===== src/include/core_settings.svh =====
// Core widths, opcodes, ALU operation codes, reset PC and NOP word
`ifndef CORE_SETTINGS_SVH
`define CORE_SETTINGS_SVH

`define XLEN      32
`define REG_AW    5
`define RESET_PC  32'h0000_0000
`define NOP_INSTR 32'h0000_0013  // addi x0, x0, 0

// Major opcodes
`define OP_RTYPE  7'b0110011
`define OP_ITYPE  7'b0010011
`define OP_LOAD   7'b0000011
`define OP_STORE  7'b0100011
`define OP_BRANCH 7'b1100011
`define OP_JAL    7'b1101111

// ALU codes built as {funct7[5], funct3}
`define ALU_ADD   4'b0000
`define ALU_SUB   4'b1000
`define ALU_SLL   4'b0001
`define ALU_SLT   4'b0010
`define ALU_XOR   4'b0100
`define ALU_SRL   4'b0101
`define ALU_SRA   4'b1101
`define ALU_OR    4'b0110
`define ALU_AND   4'b0111

`endif

===== src/verilog/core_pkg.sv =====
// Instruction word union with R, I, S, B and J format views
package core_pkg;

	// Same 32 bits seen through each encoding format
	typedef union packed {
		struct packed {
			logic [6:0] funct7;
			logic [4:0] rs2;
			logic [4:0] rs1;
			logic [2:0] funct3;
			logic [4:0] rd;
			logic [6:0] opcode;
		} rType;
		struct packed {
			logic [11:0] imm;
			logic [4:0]  rs1;
			logic [2:0]  funct3;
			logic [4:0]  rd;
			logic [6:0]  opcode;
		} iType;
		struct packed {
			logic [6:0] immHi;   // imm[11:5]
			logic [4:0] rs2;
			logic [4:0] rs1;
			logic [2:0] funct3;
			logic [4:0] immLo;   // imm[4:0]
			logic [6:0] opcode;
		} sType;
		struct packed {
			logic       immSign; // imm[12]
			logic [5:0] immHi;   // imm[10:5]
			logic [4:0] rs2;
			logic [4:0] rs1;
			logic [2:0] funct3;
			logic [3:0] immLo;   // imm[4:1]
			logic       immBit11;
			logic [6:0] opcode;
		} bType;
		struct packed {
			logic       immSign; // imm[20]
			logic [9:0] immLo;   // imm[10:1]
			logic       immBit11;
			logic [7:0] immHi;   // imm[19:12]
			logic [4:0] rd;
			logic [6:0] opcode;
		} jType;
	} instrWord;

endpackage


===== src/verilog/pipeBus.sv =====
// Forwarding bus from EX/MEM and write-back bus from MEM/WB
`timescale 1ns/1ns
`include "core_settings.svh"

// ====================================================================
// EX/MEM state seen by decode, hazard detection and execute
// ====================================================================
interface fwdBus;
	logic [`XLEN-1:0]   memResult;   // ALU value or jal link
	logic [`REG_AW-1:0] memRd;
	logic               memRegWrite;
	logic               memIsLoad;

	modport source (output memResult, output memRd, output memRegWrite,
		output memIsLoad);
	modport sink (input memResult, input memRd, input memRegWrite,
		input memIsLoad);
endinterface

// ====================================================================
// Write-back port into the register file and the forwarding muxes
// ====================================================================
interface wbBus;
	logic [`XLEN-1:0]   wbData;
	logic [`REG_AW-1:0] wbRd;
	logic               wbWrite;

	modport source (output wbData, output wbRd, output wbWrite);
	modport sink (input wbData, input wbRd, input wbWrite);
endinterface


===== src/verilog/riscvCore.sv =====
// Five-stage RV32I pipeline top level with stage and bus instances
`timescale 1ns/1ns
`include "core_settings.svh"

module riscvCore (
	input  logic               clk,
	input  logic               rst_n,
	input  logic               memStall,
	output logic [`XLEN-1:0]   instAddr,
	input  logic [`XLEN-1:0]   instData,
	output logic               dataRead,
	output logic               dataWrite,
	output logic [`XLEN-1:0]   dataAddr,
	output logic [`XLEN-1:0]   dataWdata,
	input  logic [`XLEN-1:0]   dataRdata
);
	// Fetch and decode links
	logic               stallHazard;
	logic               redirect;
	logic [`XLEN-1:0]   redirectPc;
	logic [`XLEN-1:0]   idPc;
	core_pkg::instrWord idInstr;

	// Register file read ports
	logic [`REG_AW-1:0] rs1Addr;
	logic [`REG_AW-1:0] rs2Addr;
	logic [`XLEN-1:0]   rs1Data;
	logic [`XLEN-1:0]   rs2Data;

	// ID/EX register outputs
	logic [`REG_AW-1:0] exRs1Addr;
	logic [`REG_AW-1:0] exRs2Addr;
	logic [`XLEN-1:0]   exRs1Data;
	logic [`XLEN-1:0]   exRs2Data;
	logic [`XLEN-1:0]   exImm;
	logic [3:0]         exAluOp;
	logic               exAluSrc;
	logic [`REG_AW-1:0] exRd;
	logic               exRegWrite;
	logic               exMemRead;
	logic               exMemWrite;
	logic               exIsJump;
	logic [`XLEN-1:0]   exPcPlus4;

	fwdBus fwd ();
	wbBus  wb ();

	fetchUnit      uFetch (.*);
	decodeStage    uDecode (.*);
	registerFile   uRegFile (.*);
	hazardUnit     uHazard (.*);
	executeStage   uExecute (.*);
	writebackStage uWriteback (.*);

endmodule


===== src/verilog/writebackStage.sv =====
// MEM/WB register and write-back value select
`timescale 1ns/1ns
`include "core_settings.svh"

module writebackStage (
	input  logic             clk,
	input  logic             rst_n,
	input  logic             memStall,
	fwdBus.sink              fwd,
	input  logic [`XLEN-1:0] dataRdata,
	wbBus.source             wb
);
	logic [`XLEN-1:0]   resultReg;
	logic [`XLEN-1:0]   loadData;
	logic [`REG_AW-1:0] rdReg;
	logic               writeReg;
	logic               isLoad;

	always_ff @(posedge clk) begin
		if (!rst_n) begin
			rdReg    <= '0;
			writeReg <= 1'b0;
			isLoad   <= 1'b0;
		end else if (!memStall) begin
			rdReg    <= fwd.memRd;
			writeReg <= fwd.memRegWrite;
			isLoad   <= fwd.memIsLoad;
		end
	end

	always_ff @(posedge clk) begin
		if (!memStall) begin
			resultReg <= fwd.memResult;
			loadData  <= dataRdata;  // Same-cycle memory answer
		end
	end

	assign wb.wbData  = isLoad ? loadData : resultReg;
	assign wb.wbRd    = rdReg;
	assign wb.wbWrite = writeReg;

endmodule


===== src/verilog/executeStage.sv =====
// Operand forwarding, ALU, result select and the EX/MEM register
`timescale 1ns/1ns
`include "core_settings.svh"

module executeStage (
	input  logic               clk,
	input  logic               rst_n,
	input  logic               memStall,
	input  logic [`REG_AW-1:0] exRs1Addr,
	input  logic [`REG_AW-1:0] exRs2Addr,
	input  logic [`XLEN-1:0]   exRs1Data,
	input  logic [`XLEN-1:0]   exRs2Data,
	input  logic [`XLEN-1:0]   exImm,
	input  logic [3:0]         exAluOp,
	input  logic               exAluSrc,
	input  logic [`REG_AW-1:0] exRd,
	input  logic               exRegWrite,
	input  logic               exMemRead,
	input  logic               exMemWrite,
	input  logic               exIsJump,
	input  logic [`XLEN-1:0]   exPcPlus4,
	wbBus.sink                 wb,
	fwdBus.source              fwd,
	output logic               dataRead,
	output logic               dataWrite,
	output logic [`XLEN-1:0]   dataAddr,
	output logic [`XLEN-1:0]   dataWdata
);
	logic [`XLEN-1:0]   opA;
	logic [`XLEN-1:0]   storeData;
	logic [`XLEN-1:0]   opB;
	logic [`XLEN-1:0]   aluValue;
	logic [`XLEN-1:0]   memResult;
	logic [`XLEN-1:0]   memStoreData;
	logic [`REG_AW-1:0] memRd;
	logic               memRegWrite;
	logic               memIsLoad;
	logic               memWriteEn;

	function automatic logic [`XLEN-1:0] fwdValue(input logic [`REG_AW-1:0] addr,
			input logic [`XLEN-1:0] regData);
		if (addr != '0 && memRegWrite && memRd == addr)
			return memResult;
		else if (addr != '0 && wb.wbWrite && wb.wbRd == addr)
			return wb.wbData;
		else
			return regData;
	endfunction

	assign opA       = fwdValue(exRs1Addr, exRs1Data);
	assign storeData = fwdValue(exRs2Addr, exRs2Data);
	assign opB       = exAluSrc ? exImm : storeData;

	always_comb begin
		case (exAluOp)
			`ALU_SUB: aluValue = opA - opB;
			`ALU_SLL: aluValue = opA << opB[4:0];
			`ALU_SLT: aluValue = {31'd0, $signed(opA) < $signed(opB)};
			`ALU_XOR: aluValue = opA ^ opB;
			`ALU_SRL: aluValue = opA >> opB[4:0];
			`ALU_SRA: aluValue = $signed(opA) >>> opB[4:0];
			`ALU_OR:  aluValue = opA | opB;
			`ALU_AND: aluValue = opA & opB;
			default:  aluValue = opA + opB;  // add, address calc
		endcase
	end

	// ====================================================================
	// EX/MEM register
	// ====================================================================
	always_ff @(posedge clk) begin
		if (!rst_n) begin
			memRd       <= '0;
			memRegWrite <= 1'b0;
			memIsLoad   <= 1'b0;
			memWriteEn  <= 1'b0;
		end else if (!memStall) begin
			memRd       <= exRd;
			memRegWrite <= exRegWrite;
			memIsLoad   <= exMemRead;
			memWriteEn  <= exMemWrite;
		end
	end

	always_ff @(posedge clk) begin
		if (!memStall) begin
			memResult    <= exIsJump ? exPcPlus4 : aluValue;
			memStoreData <= storeData;
		end
	end

	assign fwd.memResult   = memResult;
	assign fwd.memRd       = memRd;
	assign fwd.memRegWrite = memRegWrite;
	assign fwd.memIsLoad   = memIsLoad;

	// Data memory port
	assign dataRead  = memIsLoad;
	assign dataWrite = memWriteEn;
	assign dataAddr  = memResult;
	assign dataWdata = memStoreData;

endmodule


===== src/verilog/hazardUnit.sv =====
// Load-use and branch-dependency stall detection
`timescale 1ns/1ns
`include "core_settings.svh"

module hazardUnit (
	input  core_pkg::instrWord idInstr,
	input  logic [`REG_AW-1:0] exRd,
	input  logic               exRegWrite,
	input  logic               exMemRead,
	fwdBus.sink                fwd,
	output logic               stallHazard
);
	logic [`REG_AW-1:0] rs1;
	logic [`REG_AW-1:0] rs2;
	logic               isBranch;
	logic               exHit;
	logic               memHit;
	logic               loadUse;
	logic               branchDep;

	assign rs1      = idInstr.rType.rs1;
	assign rs2      = idInstr.rType.rs2;
	assign isBranch = idInstr.rType.opcode == `OP_BRANCH;

	// Source match against EX and MEM destinations
	assign exHit  = exRd != '0 && (exRd == rs1 || exRd == rs2);
	assign memHit = fwd.memRd != '0 && (fwd.memRd == rs1 || fwd.memRd == rs2);

	assign loadUse   = exMemRead && exHit;
	assign branchDep = isBranch && ((exRegWrite && exHit) || (fwd.memIsLoad && memHit));

	assign stallHazard = loadUse || branchDep;

endmodule


===== src/verilog/registerFile.sv =====
// 32 x 32 register file with x0 tied to zero and write-through bypass
`timescale 1ns/1ns
`include "core_settings.svh"

module registerFile (
	input  logic               clk,
	input  logic               rst_n,
	input  logic [`REG_AW-1:0] rs1Addr,
	input  logic [`REG_AW-1:0] rs2Addr,
	output logic [`XLEN-1:0]   rs1Data,
	output logic [`XLEN-1:0]   rs2Data,
	wbBus.sink                 wb
);
	logic [`XLEN-1:0] regs [1 << `REG_AW];

	// Same-cycle write shows up on the read port
	function automatic logic [`XLEN-1:0] readPort(input logic [`REG_AW-1:0] addr);
		if (addr == '0)
			return '0;
		else if (wb.wbWrite && wb.wbRd == addr)
			return wb.wbData;
		else
			return regs[addr];
	endfunction

	assign rs1Data = readPort(rs1Addr);
	assign rs2Data = readPort(rs2Addr);

	always_ff @(posedge clk) begin
		if (!rst_n) begin
			for (int i = 0; i < (1 << `REG_AW); i++)
				regs[i] <= '0;
		end else if (wb.wbWrite && wb.wbRd != '0) begin
			regs[wb.wbRd] <= wb.wbData;
		end
	end

endmodule


===== src/verilog/decodeStage.sv =====
// Main control, immediate generation, branch compare and the ID/EX register
`timescale 1ns/1ns
`include "core_settings.svh"

module decodeStage (
	input  logic               clk,
	input  logic               rst_n,
	input  logic               memStall,
	input  logic               stallHazard,
	input  logic [`XLEN-1:0]   idPc,
	input  core_pkg::instrWord idInstr,
	output logic [`REG_AW-1:0] rs1Addr,
	output logic [`REG_AW-1:0] rs2Addr,
	input  logic [`XLEN-1:0]   rs1Data,
	input  logic [`XLEN-1:0]   rs2Data,
	fwdBus.sink                fwd,
	wbBus.sink                 wb,
	output logic               redirect,
	output logic [`XLEN-1:0]   redirectPc,
	output logic [`REG_AW-1:0] exRs1Addr,
	output logic [`REG_AW-1:0] exRs2Addr,
	output logic [`XLEN-1:0]   exRs1Data,
	output logic [`XLEN-1:0]   exRs2Data,
	output logic [`XLEN-1:0]   exImm,
	output logic [3:0]         exAluOp,
	output logic               exAluSrc,
	output logic [`REG_AW-1:0] exRd,
	output logic               exRegWrite,
	output logic               exMemRead,
	output logic               exMemWrite,
	output logic               exIsJump,
	output logic [`XLEN-1:0]   exPcPlus4
);
	logic [2:0]       funct3;
	logic [`XLEN-1:0] immI;
	logic [`XLEN-1:0] immS;
	logic [`XLEN-1:0] immB;
	logic [`XLEN-1:0] immJ;
	logic [`XLEN-1:0] imm;
	logic [3:0]       aluOp;
	logic             aluSrc;
	logic             regWrite;
	logic             memRead;
	logic             memWrite;
	logic             isBranch;
	logic             isJump;
	logic [`XLEN-1:0] cmpA;
	logic [`XLEN-1:0] cmpB;
	logic             taken;

	// MEM result first, then WB, then the file
	function automatic logic [`XLEN-1:0] fwdValue(input logic [`REG_AW-1:0] addr,
			input logic [`XLEN-1:0] fileData);
		if (addr != '0 && fwd.memRegWrite && fwd.memRd == addr)
			return fwd.memResult;
		else if (addr != '0 && wb.wbWrite && wb.wbRd == addr)
			return wb.wbData;
		else
			return fileData;
	endfunction

	assign rs1Addr = idInstr.rType.rs1;
	assign rs2Addr = idInstr.rType.rs2;
	assign funct3  = idInstr.rType.funct3;

	// ====================================================================
	// Immediates and main control
	// ====================================================================
	assign immI = {{20{idInstr.iType.imm[11]}}, idInstr.iType.imm};
	assign immS = {{20{idInstr.sType.immHi[6]}}, idInstr.sType.immHi, idInstr.sType.immLo};
	assign immB = {{19{idInstr.bType.immSign}}, idInstr.bType.immSign,
		idInstr.bType.immBit11, idInstr.bType.immHi, idInstr.bType.immLo, 1'b0};
	assign immJ = {{11{idInstr.jType.immSign}}, idInstr.jType.immSign,
		idInstr.jType.immHi, idInstr.jType.immBit11, idInstr.jType.immLo, 1'b0};

	always_comb begin
		regWrite = 1'b0;
		memRead  = 1'b0;
		memWrite = 1'b0;
		aluSrc   = 1'b0;
		isBranch = 1'b0;
		isJump   = 1'b0;
		aluOp    = `ALU_ADD;
		imm      = '0;
		case (idInstr.rType.opcode)
			`OP_RTYPE: begin
				regWrite = 1'b1;
				aluOp    = {idInstr.rType.funct7[5], funct3};
			end
			`OP_ITYPE: begin
				regWrite = 1'b1;
				aluSrc   = 1'b1;
				aluOp    = {(funct3 == 3'b101) & idInstr.rType.funct7[5], funct3};  // srai only
				imm      = immI;
			end
			`OP_LOAD: begin
				regWrite = 1'b1;
				memRead  = 1'b1;
				aluSrc   = 1'b1;
				imm      = immI;
			end
			`OP_STORE: begin
				memWrite = 1'b1;
				aluSrc   = 1'b1;
				imm      = immS;
			end
			`OP_BRANCH: begin
				isBranch = 1'b1;
				imm      = immB;
			end
			`OP_JAL: begin
				regWrite = 1'b1;
				isJump   = 1'b1;
				imm      = immJ;
			end
			default: ;
		endcase
	end

	// Branch resolution in ID
	assign cmpA       = fwdValue(rs1Addr, rs1Data);
	assign cmpB       = fwdValue(rs2Addr, rs2Data);
	assign taken      = isBranch && (funct3[0] ? (cmpA != cmpB) : (cmpA == cmpB));
	assign redirect   = (taken || isJump) && !stallHazard;  // Wait for operands
	assign redirectPc = idPc + imm;

	// ====================================================================
	// ID/EX register
	// ====================================================================
	always_ff @(posedge clk) begin
		if (!rst_n) begin
			exRd       <= '0;
			exRegWrite <= 1'b0;
			exMemRead  <= 1'b0;
			exMemWrite <= 1'b0;
			exIsJump   <= 1'b0;
		end else if (!memStall) begin
			exRd       <= stallHazard ? '0 : idInstr.rType.rd;
			exRegWrite <= regWrite && !stallHazard;
			exMemRead  <= memRead && !stallHazard;
			exMemWrite <= memWrite && !stallHazard;
			exIsJump   <= isJump && !stallHazard;
		end
	end

	always_ff @(posedge clk) begin
		if (!memStall) begin
			exRs1Addr <= rs1Addr;
			exRs2Addr <= rs2Addr;
			exRs1Data <= rs1Data;
			exRs2Data <= rs2Data;
			exImm     <= imm;
			exAluOp   <= aluOp;
			exAluSrc  <= aluSrc;
			exPcPlus4 <= idPc + 32'd4;  // jal link value
		end
	end

endmodule


===== src/verilog/fetchUnit.sv =====
// PC register, next-PC selection and the IF/ID register
`timescale 1ns/1ns
`include "core_settings.svh"

module fetchUnit (
	input  logic               clk,
	input  logic               rst_n,
	input  logic               memStall,
	input  logic               stallHazard,
	input  logic               redirect,
	input  logic [`XLEN-1:0]   redirectPc,
	input  logic [`XLEN-1:0]   instData,
	output logic [`XLEN-1:0]   instAddr,
	output logic [`XLEN-1:0]   idPc,
	output core_pkg::instrWord idInstr
);
	logic [`XLEN-1:0] pc;
	logic [`XLEN-1:0] pcNext;

	assign instAddr = pc;

	// Not-taken prediction, decode corrects it
	always_comb begin
		if (memStall)
			pcNext = pc;
		else if (redirect)
			pcNext = redirectPc;
		else if (stallHazard)
			pcNext = pc;      // Bubble going into EX
		else
			pcNext = pc + 32'd4;
	end

	always_ff @(posedge clk) begin
		if (!rst_n)
			pc <= `RESET_PC;
		else
			pc <= pcNext;
	end

	// IF/ID register
	always_ff @(posedge clk) begin
		if (!rst_n) begin
			idPc    <= `RESET_PC;
			idInstr <= `NOP_INSTR;
		end else if (!memStall && !stallHazard) begin
			idPc    <= pc;
			idInstr <= redirect ? `NOP_INSTR : instData;  // Squash wrong-path word
		end
	end

endmodule


===== config.mk =====
export PLATFORM = sky130hd
export DESIGN_NAME = riscvCore
export DESIGN_NICKNAME = d
export VERILOG_FILES = /design/src/verilog/core_pkg.sv /design/src/verilog/pipeBus.sv /design/src/verilog/riscvCore.sv /design/src/verilog/writebackStage.sv /design/src/verilog/executeStage.sv /design/src/verilog/hazardUnit.sv /design/src/verilog/registerFile.sv /design/src/verilog/decodeStage.sv /design/src/verilog/fetchUnit.sv
export VERILOG_INCLUDE_DIRS = /design/src /design/src/include
export SDC_FILE = /design/constraint.sdc
export NUM_CORES = 2
export LEC_CHECK = 0
export BUFFER_PORTS_ARGS = -buffer_cell sky130_fd_sc_hd__clkbuf_2
export CORE_MARGIN = 2
export CORE_UTILIZATION = 40
export DETAILED_ROUTE_END_ITERATION = 8
export GPL_ROUTABILITY_DRIVEN = 1
export PLACE_DENSITY = 0.58
export SKIP_CTS_REPAIR_TIMING = 1
export SLEW_MARGIN = 20
export SYNTH_ARGS = -nofsm -noshare
export SYNTH_HDL_FRONTEND = slang
export SYNTH_SLANG_ARGS = --single-unit

===== constraint.sdc =====
create_clock -name clk -period 28 [get_ports clk]
set_input_delay 5.6 -clock clk [delete_from_list [all_inputs] [get_ports clk]]
set_output_delay 5.6 -clock clk [all_outputs]
set_load 0.05 [all_outputs]

==> impl_results.md <==
* Layout cell share with drive strength beyond 1 at 17.8%
* Register area share after synthesis at 50.1%
* CP delay by family, top: compound AO/OA/AOI/OAI gates
* Area contributors post-synth: edfxtp_1 (47%), mux4_2 (12%), nor2_1 (6.2%)
* Worst slew margin at 13.5%
* CP max-delay cell: buf_4
* CP bufs+invs at 7
* Die area at 209000 µm²
* Min Clock Period, post-route at 8070 ps
* Hold_sp: uFetch.idInstr[25]$_SDFFE_PN0P_
* Initial Utilization at 40.2%
* Count of buffers from port buffering at 164
* Area growth, synth to finish at 11.5%
* Clk root buf: clkbuf_16
* Vias in the first global route at 60900
* Synth top cells by count: nor2_1 (1348), edfxtp_1 (1284), nand2_1 (530), mux2i_1 (454), mux4_2 (438)
* Die W at 457 µm
* Worst-path clk slew at 60 ps
* CP most frequent cell: buf_4
* Hold WS at 462 ps
* Avg Vias per Cell at 6.53
* Total GRT Usage at 32.4%
* Worst Setup End Kind: flip-flop
* R2r setup slk at 19930 ps
* Setup WS pre-CTS at 19600 ps
* Max-cap violation count at 0
* Worst-Skew Late Latency at 880 ps
* 1st-pass router iterations at 8
* Clk sinks at 1414
* Cells after synthesis at 7202
* Hold crit path type: flip-flop to flip-flop
* CP arrival at 8650 ps
* Final RePlAce weighted congestion at 1.01
* Post-synth ARST share at 0%
* Data required, critical path at 28580 ps
* Synth warn at 0
* Clock Path Buffers at 3
* Inserted Clock Buffers at 159
* # IOs at 165
* Nets at 7368
* Post-Syn Area per Cell at 11.4 µm²
* CP cell instances: buf_4 > buf_4 > mux2i_4 > buf_4 > nand2_1 > o21ai_0 > o21ai_0 > mux2i_4 > buf_4 > inv_1 > buf_4 > ha_1 > inv_1 > a21oi_1 > o21ba_2 > o311ai_0 > o21ai_0 > a221o_1 > a311o_1 > a211o_1 > nand2_1 > a2bb2oi_1 > o32a_1
* CP Max Fanout at 52
* Final setup fails at 0
* Initial antenna violation count at 29
* Row count at 166
* ANT nets after route at 0
* Pwr/cell area at 65.6 nW/µm²
* Die H at 457 µm
* Setup tns final at 0 ps
* Unrepaired setup endpoints after global routing: no
* Grt total ovfl at 0
* Setup Skew at 53.1 ps
* Hold Vio Cnt, Final at 0
* CP peak stage delay at 620 ps
* First-pass GRT wire length at 481000 µm
* Leakage at 33.1 nW
* CTS tree: built
* Max Clk Rate at 124 MHz
* Final period utilization at 28.8%
* Reg2Reg Launch Point: uWriteback.isLoad$_SDFFE_PN0N_
* Post-synthesis instance area at 82100 µm²
* Post-DP HPWL at 238000 µm
* Post-synthesis register bit count at 1414
* DR DRC count at 0
* DR WL/cell at 34.7 µm
* Synth top area share at 47.0%
* # fillers at 18600
* Yosys cell types at 102
* Core area at 204000 µm²
* Setup ws final at 19930 ps
* EDFF count, synth at 1284
* Worst-margin pin slew at 1260 ps
* CP startpoint kind: flip-flop
* Number of H-tree levels at 4
* Largest net degree at the start of global routing at 160
* Post-synth top area cell: edfxtp_1
* Max VDD drop at 0.0529 mV
* WL final at 347000 µm
* Synth Flop Type: edfxtp_1
* Critical Path Source: uWriteback.isLoad$_SDFFE_PN0N_
* Slew Limit Fails at 0
* Status: finished, final reports clean
* Crit path kind: flip-flop to flip-flop
* Vias at 65300
* 1st-iter DRT viols at 10300
* Most common cell in the netlist: nor2_1
worst reg2reg max path, stage by stage (launching register included):
cell       delay, ps
dfxtp_4          470
buf_4            590
buf_4            650
mux2i_4          320
buf_4            470
nand2_1          100
o21ai_0          250
o21ai_0          310
mux2i_4          200
buf_4            370
inv_1            240
buf_4            380
ha_1             350
inv_1             70
a21oi_1          100
o21ba_2          270
o311ai_0         510
o21ai_0          330
a221o_1          470
a311o_1          500
a211o_1          310
nand2_1          120
a2bb2oi_1         90
o32a_1           340
power breakdown:
group          internal (mW)  leakage [nW]  switching [mW]
Sequential              2.41          14.2           0.119
Combinational          0.391          16.3           0.899
Clock                   1.23          2.60           0.955
routing by layer:
metal	vias up	wire length (µm)	GRT usage [%]
met5	-	165	0
met4	16	20600	16.6
met3	792	46200	9.80
met2	4657	148000	46.8
met1	32900	132000	43.9
li1	27000	-	-
cell usage in the layout, fill, tap and decap left out, types with 130 or more instances in the layout:
cell type / instances
nor2_1: 1336
edfxtp_1: 1284
nand2_1: 494
mux4_2: 438
mux2i_1: 420
a21oi_1: 319
o21ai_0: 241
buf_4: 231
clkbuf_2: 163
clkbuf_16: 159
nand3_1: 158
a22oi_1: 151
inv_1: 134
ha_1: 130
per-stage QoR:
stage          instance area [µm²]  total power [mW]  utilization (%)  instances
2_1_floorplan                82200              3.26                -       7233
6_report                     91600              6.01             44.8      10000
5_1_grt                      91500              6.14             44.8       9991
4_1_cts                      91500              5.97             44.8       9989
3_5_place_dp                 86100              3.81             42.1       9694
3_3_place_gp                 86100              3.80             42.1       9694
registers in the layout, summed over array words and instances (netlist names), 21 cells and up, named ones only:
| register | cells |
|---|---|
| uDecode.exImm | 21 |
| uExecute.dataAddr | 32 |
| uFetch.idInstr | 32 |
| uWriteback.loadData | 32 |
| uWriteback.resultReg | 32 |
| uFetch.idPc | 32 |
| uExecute.dataWdata | 32 |
| uRegFile.regs | 1024 |
| uDecode.exRs1Data | 32 |
| uDecode.exPcPlus4 | 32 |
| uDecode.exRs2Data | 32 |
| uFetch.instAddr | 32 |
final cells by class:
type / instances / area (µm²) / area share (%)
diodes: 14 / 35.0 / 0.0383
inverters: 143 / 549 / 0.600
clock inverters: 105 / 1270 / 1.39
flip-flops and latches: 1414 / 41200 / 45.0
well taps: 2688 / 3360 / 3.67
multi-input cells: 5049 / 38300 / 41.9
repair buffers: 401 / 2690 / 2.94
clock buffers: 190 / 4130 / 4.50
logic make-up (layout without fill, tap and decap cells):
family | after synthesis | after routing | share of synthesized area [%]
other cells | 1 | 46 | 0.00457
buf+inv | 770 | 839 | 4.18
fa+ha+maj | 133 | 133 | 2.05
flops | 1414 | 1414 | 50.1
compound gates | 1321 | 1321 | 10.8
simple gates | 2453 | 2453 | 12.8
xor+xnor | 153 | 153 | 1.63
mux | 957 | 957 | 18.4
final timing paths:
check / end / cells after the start
worst max-delay path: uExecute.dataAddr[29]$_DFFE_PN_ / 23
worst min-delay path: uFetch.idInstr[25]$_SDFFE_PN0P_ / 2
worst max register to register: uExecute.dataAddr[29]$_DFFE_PN_ / 23
worst min register to register: uFetch.idInstr[25]$_SDFFE_PN0P_ / 2
Power figures use the tool's default switching activity.
